$ cat src/rtl/panelPkg.sv
package panelPkg;

    localparam int SwWidth  = 10;  // Slide switch bank
    localparam int KeyWidth = 4;   // Push keys, active low on the board

    // Field view of the switch bank, LSB first on the board
    typedef struct packed
    {
        logic [7:0] dataByte;   // sw[9:2]
        logic       showCount;  // sw[1]
        logic       editMode;   // sw[0]
    } swFields_t;

    // One switch word read two ways
    // The raw view drives the red LEDs and the field view steers the logic
    typedef union packed
    {
        logic [SwWidth-1:0] raw;
        swFields_t          fields;
    } swWord_u;

endpackage

$ cat src/rtl/storePkg.sv
package storePkg;

    // Number of bytes the store holds unless the top says otherwise
    localparam int DefaultDepth = 16;

    // Entry count width, wide enough for the 7-bit count on hex3/hex2
    localparam int CountWidth = 7;

    // Hold time of the key filter in clk18 cycles
    localparam int DefaultHold = 10800;  // 0.6 ms at 18 MHz

endpackage

$ cat src/rtl/panelRegs.sv
module panelRegs (
    input  logic                         clk18,
    input  logic                         reset,
    input  logic [panelPkg::SwWidth-1:0] sw,
    input  logic [panelPkg::KeyWidth-1:0] key,
    input  logic                         clearN,
    output panelPkg::swWord_u            swSync,
    output logic [panelPkg::KeyWidth-1:0] keySync,
    output logic                         writeKey,
    output logic                         backKey,
    output logic                         stepKey,
    output logic                         clearSync
);
    import panelPkg::*;

    // First synchronizer stage
    logic [SwWidth-1:0]  swMeta;
    logic [KeyWidth-1:0] keyMeta;
    logic                clearMeta;
    logic                editMode;  // High in edit mode, low in browse mode

    always_ff @(posedge clk18)
    begin
        if (reset)
        begin
            swMeta    <= '0;
            swSync    <= '0;
            keyMeta   <= '1;  // Keys read released
            keySync   <= '1;
            clearMeta <= 1'b1;
            clearSync <= 1'b1;
        end
        else
        begin
            swMeta    <= sw;
            swSync    <= swMeta;
            keyMeta   <= key;
            keySync   <= keyMeta;
            clearMeta <= clearN;
            clearSync <= clearMeta;
        end
    end

    assign editMode = swSync.fields.editMode;

    // Mode gating, a blocked key looks released to its filter
    assign writeKey = editMode ? keySync[0] : 1'b1;  // key0 writes
    assign backKey  = editMode ? keySync[1] : 1'b1;  // key1 removes
    assign stepKey  = editMode ? 1'b1 : keySync[3];  // key3 steps the cursor

endmodule

$ cat src/rtl/keyDebounce.sv
module keyDebounce #(
    parameter int HoldCycles = storePkg::DefaultHold
) (
    input  logic clk18,
    input  logic reset,
    input  logic keyN,   // Active low, already synchronized
    output logic pulse   // One cycle per press
);

    // One spare bit so HoldCycles itself always fits
    localparam int CntWidth = $clog2(HoldCycles) + 1;

    logic [CntWidth-1:0] holdCount;
    logic                done;  // Pulse already given for this press

    always_ff @(posedge clk18)
    begin
        if (reset)
        begin
            holdCount <= '0;
            done      <= 1'b0;
            pulse     <= 1'b0;
        end
        else if (keyN)
        begin
            // Released, arm for the next press
            holdCount <= '0;
            done      <= 1'b0;
            pulse     <= 1'b0;
        end
        else
        begin
            pulse <= 1'b0;
            if (!done)
            begin
                if (holdCount == CntWidth'(HoldCycles - 1))
                begin
                    pulse <= 1'b1;  // Low for HoldCycles samples in a row
                    done  <= 1'b1;
                end
                else
                begin
                    holdCount <= holdCount + 1'b1;
                end
            end
        end
    end

    // A held key never gives back-to-back pulses
    pulseSingle: assert property (@(posedge clk18) disable iff (reset)
        pulse |=> !pulse);

endmodule

$ cat src/rtl/byteStore.sv
module byteStore #(
    parameter int Depth = storePkg::DefaultDepth
) (
    input  logic                             clk18,
    input  logic                             reset,
    input  logic                             writePulse,
    input  logic                             backPulse,
    input  logic                             stepPulse,
    input  logic                             clearPulse,
    input  logic [7:0]                       dataIn,
    output logic [7:0]                       lastByte,
    output logic [7:0]                       browseByte,
    output logic [storePkg::CountWidth-1:0]  entryCount
);
    import storePkg::*;

    localparam int IdxWidth = (Depth > 1) ? $clog2(Depth) : 1;

    logic [7:0]            mem [Depth];  // Payload only
    logic [CountWidth-1:0] count;        // Entries held
    logic [CountWidth-1:0] cursor;       // Browse position
    logic [CountWidth-1:0] nextCount;
    logic [CountWidth-1:0] nextCursor;
    logic [CountWidth-1:0] newestIdx;
    logic                  doWrite;

    // Clear beats write beats back beats step
    always_comb
    begin
        nextCount  = count;
        nextCursor = cursor;
        doWrite    = 1'b0;
        if (clearPulse)
        begin
            nextCount  = '0;
            nextCursor = '0;
        end
        else if (writePulse)
        begin
            if (count < CountWidth'(Depth))  // Full store drops the write
            begin
                nextCount = count + 1'b1;
                doWrite   = 1'b1;
            end
        end
        else if (backPulse)
        begin
            if (count != '0)
            begin
                nextCount = count - 1'b1;
                // Cursor on the removed entry moves down one
                if (cursor == count - 1'b1 && cursor != '0)
                    nextCursor = cursor - 1'b1;
            end
        end
        else if (stepPulse && count != '0)
        begin
            nextCursor = (cursor == count - 1'b1) ? '0 : cursor + 1'b1;  // Wrap
        end
    end

    assign newestIdx = nextCount - 1'b1;

    always_ff @(posedge clk18)
    begin
        if (doWrite)
            mem[count[IdxWidth-1:0]] <= dataIn;  // Append at the fill mark
    end

    always_ff @(posedge clk18)
    begin
        if (reset)
        begin
            count      <= '0;
            cursor     <= '0;
            lastByte   <= '0;
            browseByte <= '0;
        end
        else
        begin
            count  <= nextCount;
            cursor <= nextCursor;
            // Outputs follow the new state, the fresh byte is forwarded
            if (nextCount == '0)
                lastByte <= '0;
            else if (doWrite)
                lastByte <= dataIn;
            else
                lastByte <= mem[newestIdx[IdxWidth-1:0]];
            if (nextCount == '0)
                browseByte <= '0;
            else if (doWrite && nextCursor == count)
                browseByte <= dataIn;  // First entry of an empty store
            else
                browseByte <= mem[nextCursor[IdxWidth-1:0]];
        end
    end

    assign entryCount = count;

    countBound: assert property (@(posedge clk18) disable iff (reset)
        entryCount <= CountWidth'(Depth));

    cursorInside: assert property (@(posedge clk18) disable iff (reset)
        (count != '0) |-> (cursor < count));

endmodule

$ cat src/rtl/displayDriver.sv
module displayDriver #(
    parameter int BlinkBits = 23
) (
    input  logic                            clk18,
    input  logic                            reset,
    input  panelPkg::swWord_u               swSync,
    input  logic [panelPkg::KeyWidth-1:0]   keySync,
    input  logic [7:0]                      lastByte,
    input  logic [7:0]                      browseByte,
    input  logic [storePkg::CountWidth-1:0] entryCount,
    output logic [6:0]                      hex0,
    output logic [6:0]                      hex1,
    output logic [6:0]                      hex2,
    output logic [6:0]                      hex3,
    output logic [7:0]                      ledG,
    output logic [panelPkg::SwWidth-1:0]    ledR
);
    import panelPkg::*;

    logic [BlinkBits-1:0] blinkCnt;
    logic [7:0]           lowByte;   // hex1/hex0 source
    logic [7:0]           highByte;  // hex3/hex2 source
    logic                 blank;

    // Active-low segments, gfedcba
    function automatic logic [6:0] hexSeg(input logic [3:0] nib);
        case (nib)
            4'h0: hexSeg = 7'b1000000;
            4'h1: hexSeg = 7'b1111001;
            4'h2: hexSeg = 7'b0100100;
            4'h3: hexSeg = 7'b0110000;
            4'h4: hexSeg = 7'b0011001;
            4'h5: hexSeg = 7'b0010010;
            4'h6: hexSeg = 7'b0000010;
            4'h7: hexSeg = 7'b1111000;
            4'h8: hexSeg = 7'b0000000;
            4'h9: hexSeg = 7'b0011000;
            4'ha: hexSeg = 7'b0001000;
            4'hb: hexSeg = 7'b0000011;
            4'hc: hexSeg = 7'b1000110;
            4'hd: hexSeg = 7'b0100001;
            4'he: hexSeg = 7'b0000110;
            default: hexSeg = 7'b0001110;
        endcase
    endfunction

    always_ff @(posedge clk18)
    begin
        if (reset)
            blinkCnt <= '0;
        else
            blinkCnt <= blinkCnt + 1'b1;  // Free running
    end

    assign lowByte  = swSync.fields.editMode ? swSync.fields.dataByte : browseByte;
    assign highByte = swSync.fields.showCount ? 8'(entryCount) : lastByte;
    // Empty store blanks during the low half of the blink period
    assign blank    = (entryCount == '0) && !blinkCnt[BlinkBits-1];

    assign hex0 = blank ? 7'h7f : hexSeg(lowByte[3:0]);
    assign hex1 = blank ? 7'h7f : hexSeg(lowByte[7:4]);
    assign hex2 = blank ? 7'h7f : hexSeg(highByte[3:0]);
    assign hex3 = blank ? 7'h7f : hexSeg(highByte[7:4]);

    // Edit mode puts key i on LED 2i+1, browse mode shows the entry
    always_comb
    begin
        ledG = browseByte;
        if (swSync.fields.editMode)
        begin
            ledG = '0;
            for (int i = 0; i < KeyWidth; i++)
                ledG[2*i+1] = ~keySync[i];  // Lit while held
        end
    end

    assign ledR = swSync.raw;

endmodule

$ cat src/rtl/keyLoggerTop.sv
module keyLoggerTop #(
    parameter int Depth      = storePkg::DefaultDepth,
    parameter int HoldCycles = storePkg::DefaultHold,
    parameter int BlinkBits  = 23   // About 2 Hz full blink at 18 MHz
) (
    input  logic                          clk18,
    input  logic                          reset,
    input  logic                          clearN,
    input  logic [panelPkg::KeyWidth-1:0] key,
    input  logic [panelPkg::SwWidth-1:0]  sw,
    output logic [6:0]                    hex0,
    output logic [6:0]                    hex1,
    output logic [6:0]                    hex2,
    output logic [6:0]                    hex3,
    output logic [7:0]                    ledG,
    output logic [panelPkg::SwWidth-1:0]  ledR
);
    import panelPkg::*;
    import storePkg::*;

    swWord_u               swSync;
    logic [KeyWidth-1:0]   keySync;
    logic                  writeKey;    // Mode gated, active low
    logic                  backKey;
    logic                  stepKey;
    logic                  clearSync;
    logic                  writePulse;
    logic                  backPulse;
    logic                  stepPulse;
    logic                  clearPulse;
    logic [7:0]            lastByte;
    logic [7:0]            browseByte;
    logic [CountWidth-1:0] entryCount;

    panelRegs u_panelRegs (
        .clk18, .reset, .sw, .key, .clearN,
        .swSync, .keySync, .writeKey, .backKey, .stepKey, .clearSync
    );

    keyDebounce #(.HoldCycles(HoldCycles)) u_writeDeb (
        .clk18, .reset, .keyN(writeKey), .pulse(writePulse)
    );

    keyDebounce #(.HoldCycles(HoldCycles)) u_backDeb (
        .clk18, .reset, .keyN(backKey), .pulse(backPulse)
    );

    keyDebounce #(.HoldCycles(HoldCycles)) u_stepDeb (
        .clk18, .reset, .keyN(stepKey), .pulse(stepPulse)
    );

    // Clear input gets the same hold filter as the keys
    keyDebounce #(.HoldCycles(HoldCycles)) u_clearDeb (
        .clk18, .reset, .keyN(clearSync), .pulse(clearPulse)
    );

    byteStore #(.Depth(Depth)) u_byteStore (
        .clk18, .reset, .writePulse, .backPulse, .stepPulse, .clearPulse,
        .dataIn(swSync.fields.dataByte),
        .lastByte, .browseByte, .entryCount
    );

    displayDriver #(.BlinkBits(BlinkBits)) u_display (
        .clk18, .reset, .swSync, .keySync, .lastByte, .browseByte, .entryCount,
        .hex0, .hex1, .hex2, .hex3, .ledG, .ledR
    );

endmodule

$ cat config.mk
export PLATFORM = sky130hd
export DESIGN_NAME = keyLoggerTop
export DESIGN_NICKNAME = d
export VERILOG_FILES = /design/src/rtl/panelPkg.sv /design/src/rtl/storePkg.sv /design/src/rtl/panelRegs.sv /design/src/rtl/keyDebounce.sv /design/src/rtl/byteStore.sv /design/src/rtl/displayDriver.sv /design/src/rtl/keyLoggerTop.sv
export SDC_FILE = /design/constraint.sdc
export NUM_CORES = 1
export LEC_CHECK = 0
export BUFFER_PORTS_ARGS = -buffer_cell sky130_fd_sc_hd__clkbuf_2
export CORE_AREA = 5 5 162 164
export CTS_CLUSTER_SIZE = 12
export DETAILED_ROUTE_END_ITERATION = 8
export DIE_AREA = 0 0 167 169
export PLACE_DENSITY = 0.83
export SLEW_MARGIN = 20
export SYNTH_ARGS = -nofsm -noshare
export SYNTH_HDL_FRONTEND = slang
export SYNTH_SLANG_ARGS = --single-unit
export TNS_END_PERCENT = 10
$ cat constraint.sdc
create_clock -name clk18 -period 10.4 [get_ports clk18]
set_clock_uncertainty 0.15 [all_clocks]
set_input_delay 0.52 -clock clk18 [delete_from_list [all_inputs] [get_ports clk18]]
set_output_delay 0.52 -clock clk18 [all_outputs]
set_load 0.01 [all_outputs]
# Word-level counts from Yosys, hierarchy flattened
# Memory sizes are Yosys's and may differ from the RTL's. A register that Yosys moved wholly into a read port is not among the register bits.
# Index checks and enable logic that the tools add are counted.
[op_classes]
add_sub_neg = 10
magnitude_cmp = 1
n_eq_ne = 6
n_mux = 36
bitwise_logic = 12
n_reduce_logical = 22
[ops]
columns = ["operator", "count"]
rows = [
  ["2-to-1 mux 7 bit", 16],
  ["adder 15 x 1 -> 15 bit (second input constant)", 4],
  ["== test 15 x 14 -> 1 bit (second input constant)", 4],
  ["2-to-1 mux 8 bit", 4],
  ["adder 23 x 1 -> 23 bit (second input constant)", 1],
  ["2-to-1 mux 1 bit", 16],
  ["adder 7 x 1 -> 7 bit (second input constant)", 2],
  ["== test 7 bit", 2],
  ["zero test 7 bit", 2],
  ["nonzero test 7 bit", 2],
  ["subtractor 7 x 1 -> 7 bit (second input constant)", 2],
  ["inverter 1 bit", 12],
  ["OR reduction 3 bit", 4],
  ["OR reduction 2 bit", 5],
  ["AND reduction 2 bit", 4],
  ["less-than comparator 7 x 5 -> 1 bit (second input constant)", 1],
  ["logical AND 1 bit", 4],
  ["subtractor 4 x 1 -> 4 bit (second input constant)", 1],
  ["zero test 1 bit", 1],
]
[word_totals]
reg_bits = 143
ramBits = 128
rom_bits = 448
elab_cells = 114
n_memories = 5
[memory_table]
columns = ["memory", "depth", "word_bits", "rd", "rd_clocked_by_memory_dff", "wr", "line", "text"]
rows = [
  ["u_byteStore.mem", 16, 8, 2, 1, 1, "byteStore.sv:19", "logic [7:0] mem [Depth];"],
  ["(no name shown)", 16, 7, 1, 0, 0, "displayDriver.sv:27", "case (nib)"],
  ["(no name shown)", 16, 7, 1, 0, 0, "displayDriver.sv:27", ""],
  ["(no name shown)", 16, 7, 1, 0, 0, "displayDriver.sv:27", ""],
  ["(no name shown)", 16, 7, 1, 0, 0, "displayDriver.sv:27", ""],
]

# Logic depth before layout (Yosys ltp)
# Gate-level depths: netlist of run 1.
[logic_depth]
word_depth = 11
mapped_depth = 20

# By module
# Synthesis of run 1 repeated with hierarchy kept, for this count alone.
[hier_totals]
cells_unflattened = 1348
area_unflattened_um2 = 15177.1
[by_module_without_submodules]
columns = ["mod", "instances", "cells_per_inst", "area_per_inst_um2", "seq_area_each_um2"]
rows = [
  ["byteStore", 1, 637, 8914.8, 4444.3],
  ["keyDebounce", 4, 85, 765.7, 340.3],
  ["displayDriver", 1, 305, 2377.3, 460.4],
  ["panelRegs", 1, 66, 822.0, 600.6],
]

# Worst setup path before layout of run 1
# No wires, ideal clock.
[synth_timing]
kind = "register to register"
startpoint = "register u_byteStore.count[1], in the netlist u_byteStore.entryCount[1]"
endpoint = "register u_byteStore.browseByte[6]"
setup_time_ns = 0.124
t_arrival_ns = 4.167
required_time_ns = 10.126
path_slack_ns = 5.959
stages_incl_launch_ff = 19
synth_period_minus_slack_ns = 4.441
cell_sequence = "dfxtp_1 -> clkbuf_1 -> inv_1 -> ha_1 -> buf_2 -> or3b_1 -> buf_2 -> or3_1 -> a2111o_1 -> a211o_1 -> or4_4 -> and4_1 -> buf_6 -> or2_4 -> buf_6 -> a21oi_1 -> a22oi_1 -> a22oi_1 -> a31oi_1"
[synth_via]
elab_chain_len = 11
elab_cells_between_ends = 28
cone_classes = "add/sub: 2; order compare: 1; eq/ne: 2; mux: 16; reduce/logical: 6; memory: 1"
[synth_rtl]
columns = ["element", "line", "text"]
rows = [
  ["start: declaration", "byteStore.sv:20", "logic [CountWidth-1:0] count;"],
  ["start signal: assignment", "byteStore.sv:81", "count <= nextCount;"],
  ["branches (longest 11 deep; another with memory (16 x 8 bit))", "-", ""],
  ["end signal: assignment", "byteStore.sv:93", "browseByte <= dataIn;"],
  ["end signal: assignment", "byteStore.sv:95", "browseByte <= mem[nextCursor[IdxWidth-1:0]];"],
  ["end: declaration", "byteStore.sv:12", "output logic [7:0] browseByte,"],
]
# Parallel ways; which one is timed is not known.
# A chain may end at the register's enable or synchronous reset.

# Worst setup path in the final report of run 1
# Same ends and word-level chain as after synthesis.

==> results of run 1 <==
synthesized netlist by cell type (14+ instances only):
cell type / instances
buf_2: 15
a21oi_1: 93
nor2_1: 141
inv_1: 33
clkbuf_1: 71
mux2_2: 14
edfxtp_1: 128
a211oi_1: 33
nor2b_1: 35
a31oi_1: 22
o211ai_1: 23
xor2_1: 53
o21ai_0: 89
mux2i_1: 69
mux4_2: 16
and3_1: 33
nand3_1: 55
dfxtp_1: 151
nor3_1: 34
or3_1: 27
ha_1: 33
nand4_1: 20
nand2_1: 101
xnor2_1: 27
sequential cells by signal, summed over array words and instances, names as in the netlist, 7 cells and up:
| signal | flops |
|---|---|
| u_backDeb.holdCount | 15 |
| u_byteStore.browseByte | 8 |
| u_byteStore.cursor | 7 |
| u_byteStore.entryCount | 7 |
| u_byteStore.lastByte | 8 |
| u_byteStore.mem | 128 |
| u_clearDeb.holdCount | 15 |
| u_display.blinkCnt | 23 |
| u_panelRegs.swMeta | 10 |
| u_panelRegs.swSync | 10 |
| u_stepDeb.holdCount | 15 |
| u_writeDeb.holdCount | 15 |
metal layers:
metal / part of all wire [%] / vias to the layer above
met5: 0 / -
met4: 4.3 / 0
met3: 12 / 167
met2: 45 / 802
met1: 38 / 5627
li1: - / 5468
stage by stage:
step / instance area [um2] / hold WS [ns] / setup slack (ns)
final: 15900 / 0.00442 / 4.60
after global routing: 15900 / 0.00781 / 4.22
after CTS: 15900 / 0.00292 / 4.37
after detailed placement: 15000 / 0.249 / 4.47
after global placement: 15000 / 0.242 / 4.69
after floorplan: 14500 / 0.239 / 5.96
layout make-up:
type                    instances  area share [%]
clock buffers                  46            5.09
repair buffers                 85            3.04
clock inverters                 3           0.323
flip-flops and latches        279            43.2
diodes                          1          0.0157
well taps                     330            2.60
inverters                      34           0.802
multi-input cells            1070            45.0
where the power goes:
part / total (uW) / switching (uW) / leakage (uW) / internal, uW
combinational: 251 / 152 / 0.00282 / 99.6
sequential: 1170 / 12.6 / 0.00264 / 1150
clock: 964 / 411 / 0.000421 / 553
worst paths after layout:
kind / endpoint / cells past startpoint / slack [ns] / start
setup / recovery: u_byteStore.browseByte[6] / 14 / 4.60 / u_byteStore.entryCount[1]
setup reg to reg: u_byteStore.browseByte[6] / 14 / 4.60 / u_byteStore.entryCount[1]
hold reg to reg: u_panelRegs.keySync[1] / 1 / 0.26 / u_panelRegs.keyMeta[1]
hold / removal: u_panelRegs.clearMeta / 2 / 0.004 / clearN
kinds of logic (layout without fill, tap and decap cells):
logic type | after synthesis | after routing | share of synthesized area, %
multiplexers | 99 | 99 | 8.33
AO/OA/AOI/OAI | 336 | 336 | 14.7
XOR/XNOR | 80 | 80 | 4.83
flip-flops | 279 | 279 | 47.4
other | 0 | 1 | 0
AND/OR/NAND/NOR | 522 | 522 | 18.2
buffers and inverters | 132 | 168 | 3.75
adder cells (fa/ha/maj) | 33 | 33 | 2.85
==> run metrics, run 1 <==
cell count after synthesis=1,481; Post-synth top flop=dfxtp_1; Req. time, crit path=10.72 ns; GRT Overall Usage=26.2%; first-pass GRT wire length=60,400 um; CTS Buffer Depth=3; met2 Use GR=42.1%; Residual DRC=0; vias per cell=6.53; final net count=1,548; Sequential Area=6870 um2; Hold/Removal Path Class=primary input to register; CTS tree=done; CP Buf/Inv Count=2; Worst path max stage delay=0.77 ns; DRT Pass-1 Iters=9; PortBufs=62; initial core utilization=58.6%; Slew headroom=21.0%; synthesis-to-layout area growth=9.68%; clock root buffer master=clkbuf_16; gpl congestion=1.02; I/O Pins=63; endpoints failing hold=0; Die Wd=167 um; TritonCTS buffer count=28; top cell type's share of synthesized area=26.5%; Tot Pwr=2380 uW; number of flops mapped to enable cells by yosys=128; post-CTS sizing=0; Crit-path slowest cell=a211oi_2; Die Ht=169 um; Core Rows=58; Final Setup Violations=0; Final Non-Filler Cells=1,848; CTS Sinks=279; Slew Limit Fails=0; post-synth top area cell=edfxtp_1; Avg Inst Size Synth=9.79 um2; H-tree levels=1; Max-Cap Viols=0; Post-Syn Nets=1,531; RSZ-0062 raised after global routing=false; most common cell after layout, fill and taps aside=dfxtp_1; largest net degree at the start of global routing=71; Final Util=64.3%; dpl cells=1,798; Final Critical Period=5.80 ns; status=finished clean; met3 GRT Util=6.77%; met1 Use GR=34.1%; First DRT Iteration DRCs=1,281; Crit. End Element=register; hpwl dp=25,300 um; vias in the first global route=11,340; Multi-input gate area=7150 um2; fraction of layout cells with a size suffix above 1=12.6%; total congestion overflow=0; WL/cell=20.8 um; FFs w/ async S/R, synth=0%; Die ar.=28,200 um2; DRT Wirelength=38,400 um; library cells used by synthesis=76; Top delay family on crit path=compound AO/OA/AOI/OAI gates; Clock Latency Late Sink=0.56 ns; CP Class=register to register; cts hold-fix bufs=0; Via Count=12,064; sequential fraction of the synthesis area=47.4%; initial antenna violation count=1; # fillers=1,940; Tightest Pin Transition=1.18 ns; Synth Register Bits=279; CP Launch Type=register; # Post-CTS Setup Buffers=0; leak pwr=0.00588 uW; ranking of synthesized cells by area=edfxtp_1 27%, dfxtp_1 21%, mux2i_1 4.8%; data arrival time of the worst path=6.12 ns; synth warn=0; pwr dens=150 nW/um2; Peak Freq=0.173 GHz; total negative slack=0 ns; crit-path max FO=34; peak supply drop=105 uV; critical-path cell list=inv_1 > ha_1 > or3b_1 > or3_1 > a2111o_1 > a211oi_2 > o2111ai_2 > a21o_1 > buf_4 > nand2_2 > nand2_1 > a41o_1 > a311o_1 > a31oi_1; busiest grt layer=met2; Routed Antenna Nets=0; part of the cycle the worst path needs=55.7%; commonest cells after routing, fill and taps aside=150 x dfxtp_1, 140 x nor2_1, 128 x edfxtp_1, 100 x nand2_1, 92 x a21oi_1; Worst-path clk slew=0.06 ns; Post-Syn Area=14,500 um2; core outline area=24,700 um2
No activity file was read; power rests on OpenSTA's default activity.
==> run 2, diff against run 1 <==
--- a/config.mk
+++ b/config.mk
@@ -6,11 +6,11 @@
 export NUM_CORES = 1
 export LEC_CHECK = 0
 export BUFFER_PORTS_ARGS = -buffer_cell sky130_fd_sc_hd__clkbuf_2
-export CORE_AREA = 5 5 162 164
+export CORE_AREA = 5 5 167 169
 export CTS_CLUSTER_SIZE = 12
 export DETAILED_ROUTE_END_ITERATION = 8
-export DIE_AREA = 0 0 167 169
-export PLACE_DENSITY = 0.83
+export DIE_AREA = 0 0 172 174
+export PLACE_DENSITY = 0.82
 export SLEW_MARGIN = 20
 export SYNTH_ARGS = -nofsm -noshare
 export SYNTH_HDL_FRONTEND = slang
==> constraint.sdc (replaced) <==
create_clock -name clk18 -period 4.9 [get_ports clk18]
set_clock_uncertainty 0.15 [all_clocks]
set_input_delay 0.245 -clock clk18 [delete_from_list [all_inputs] [get_ports clk18]]
set_output_delay 0.245 -clock clk18 [all_outputs]
set_load 0.01 [all_outputs]
==> run 2 against run 1 <==
  * Count of clock-buffer cells in the layout is 2 higher
  * Setup slack worse by 4.4 ns
  * Critical endpoint is now u_byteStore.browseByte[4]
  * Total power is 120% higher
  * Sequential cell count is the same
  * Critical path depth fell by 1
  * Largest power group unchanged
  * Register-to-register slack lost 4.4 ns
  * Final area grew 2.4%
  * Sequential power grew 110%
  * Core utilization is 2.7 points lower
  * Combinational power increased by 120%
  * Via count is 1.4% lower
  * Largest cell class unchanged
==> run metrics, run 2 (synthesis gave the netlist of run 1 again) <==
status=finished clean; placed standard-cell area=15,100 um2 (+0.79%); PortBufs=62 (unchanged); cts hold-fix bufs=16 (+16); Worst-path clk slew=0.07 ns (about the same); initial core utilization=54.9% (-3.7 points); Die Wd=172 um (+3.0%); RSZ-0062 raised after global routing=false; Tightest Pin Transition=1.24 ns (+0.0637 ns); endpoints failing hold=0 (unchanged); total congestion overflow=0 (unchanged); Hold/Removal Path Class=register to register; data arrival time of the worst path=4.95 ns (-1.17 ns); Die ar.=29,900 um2 (+6.0%); pwr dens=321 nW/um2 (+110%); DRT Pass-1 Iters=6 (-3); total negative slack=0 ns (unchanged); vias in the first global route=11,374 (+0.30%); commonest cells after routing, fill and taps aside=149 x dfxtp_1, 140 x nor2_1, 128 x edfxtp_1, 101 x nand2_1, 92 x a21oi_1; critical-path cell list=inv_1 > ha_1 > or3b_1 > or3_1 > a2111o_1 > a211o_1 > o211ai_1 > and4_1 > or2_4 > o21ai_0 > a31oi_1 > nor3b_1 > a21oi_1; part of the cycle the worst path needs=95.2% (+40 points); CTS Buffer Depth=3 (unchanged); Via Count=11,898 (-1.4%); Final Cell Area=16,300 um2 (+2.4%); initial antenna violation count=0 (-1); Crit. End Element=register; vias per cell=6.29 (-3.6%); Residual DRC=0 (unchanged); final net count=1,579 (+2.0%); CTS tree=done; Clock Latency Late Sink=0.56 ns (about the same); # fillers=2,150 (+11%); largest net degree at the start of global routing=68 (-4.2%); Slew headroom=16.9% (-4.1 points); WL/cell=20.9 um (+0.70%); fraction of layout cells with a size suffix above 1=13.3% (+0.70 points); Die Ht=174 um (+3.0%); gpl congestion=0.971 (-4.7%); TritonCTS buffer count=30 (+7.1%); CP Class=register to register; leak pwr=0.00607 uW (+3.2%); Worst path max stage delay=0.54 ns (-0.23 ns); first-pass GRT wire length=62,200 um (+3.0%); Slew Limit Fails=0 (unchanged); clock root buffer master=clkbuf_16; Routed Antenna Nets=0 (unchanged); peak supply drop=338 uV (+220%); Largest register FFs=128 (unchanged); Core Rows=60 (+3.4%); Final Setup Violations=0 (unchanged); hpwl dp=26,300 um (+4.0%); Crit-path slowest cell=and4_1; H-tree levels=1 (unchanged); post-CTS sizing=0 (unchanged); crit-path max FO=13 (-62%); ANT cells=0 (-1); CP Launch Type=register; Hold Slack=0.257 ns (+0.253 ns); most common cell after layout, fill and taps aside=dfxtp_1; Final Critical Period=4.67 ns (-1.13 ns); # Post-CTS Setup Buffers=0 (unchanged); GRT Overall Usage=25.9% (-0.31 points); Peak Freq=0.214 GHz (+24%); synthesis-to-layout area growth=12.3%; DRT Wirelength=39,500 um (+3.0%); First DRT Iteration DRCs=1,145 (-11%); CTS Sinks=279 (unchanged); Req. time, crit path=5.18 ns (-5.54 ns); Max-Cap Viols=0 (unchanged); core outline area=26,400 um2 (+6.8%); I/O Pins=63 (unchanged)
[run 2: where the power goes]
part | switching, uW | total, uW | internal, uW
Sequential | 27.3 | 2480 | 2450
Clock | 899 | 2200 | 1300
Combinational | 328 | 557 | 229
Total | 1250 | 5230 | 3980
[run 2: worst max-delay path: cells and delay by family, from the launching register on]
family / cells / cell delay, ns
flip-flops: 1 / 0.31
buffers and inverters: 1 / 0.11
AO/OA/AOI/OAI: 6 / 1.72
AND/OR/NAND/NOR: 5 / 1.93
adder cells (fa/ha/maj): 1 / 0.32
[run 2: metrics by stage]
stage          instances  power (uW)  utilization, %  setup WS, ns
6_report            1891        5230            61.6         0.234
2_1_floorplan       1481        2880               -         0.459
3_5_place_dp        1822        3060            57.3         0.393
4_1_cts             1891        5240            61.6         0.347
3_3_place_gp        1822        3050            57.3         0.511
5_1_grt             1891        5400            61.6        0.0283
[run 2: worst paths after layout]
path,from,end,slack (ns),cells after the start
max,u_byteStore.entryCount[0],u_byteStore.browseByte[4],0.23,13
min,u_panelRegs.keyMeta[1],u_panelRegs.keySync[1],0.26,1
max reg2reg,u_byteStore.entryCount[0],u_byteStore.browseByte[4],0.23,13
min reg2reg,u_panelRegs.keyMeta[1],u_panelRegs.keySync[1],0.26,1
[run 2: cell type report]
cell class              count  area (um2)  area share [%]
clock buffers              48         933            5.73
flip-flops and latches    279        6870            42.2
well taps                 341         427            2.62
clock inverters             5        33.8           0.207
inverters                  34         128           0.784
repair buffers            114         766            4.70
multi-input cells        1070        7130            43.8
[run 2: per-layer routing]
layer  share of wire, %  wire (um)  vias up  track usage, %
li1                   -          -     5534               -
met1                 41      16000     5633            35.6
met2                 46      18100      606            41.2
met3                9.5       3750      125            4.34
met4                4.2       1660        0            9.79
met5                  0          0        -               0
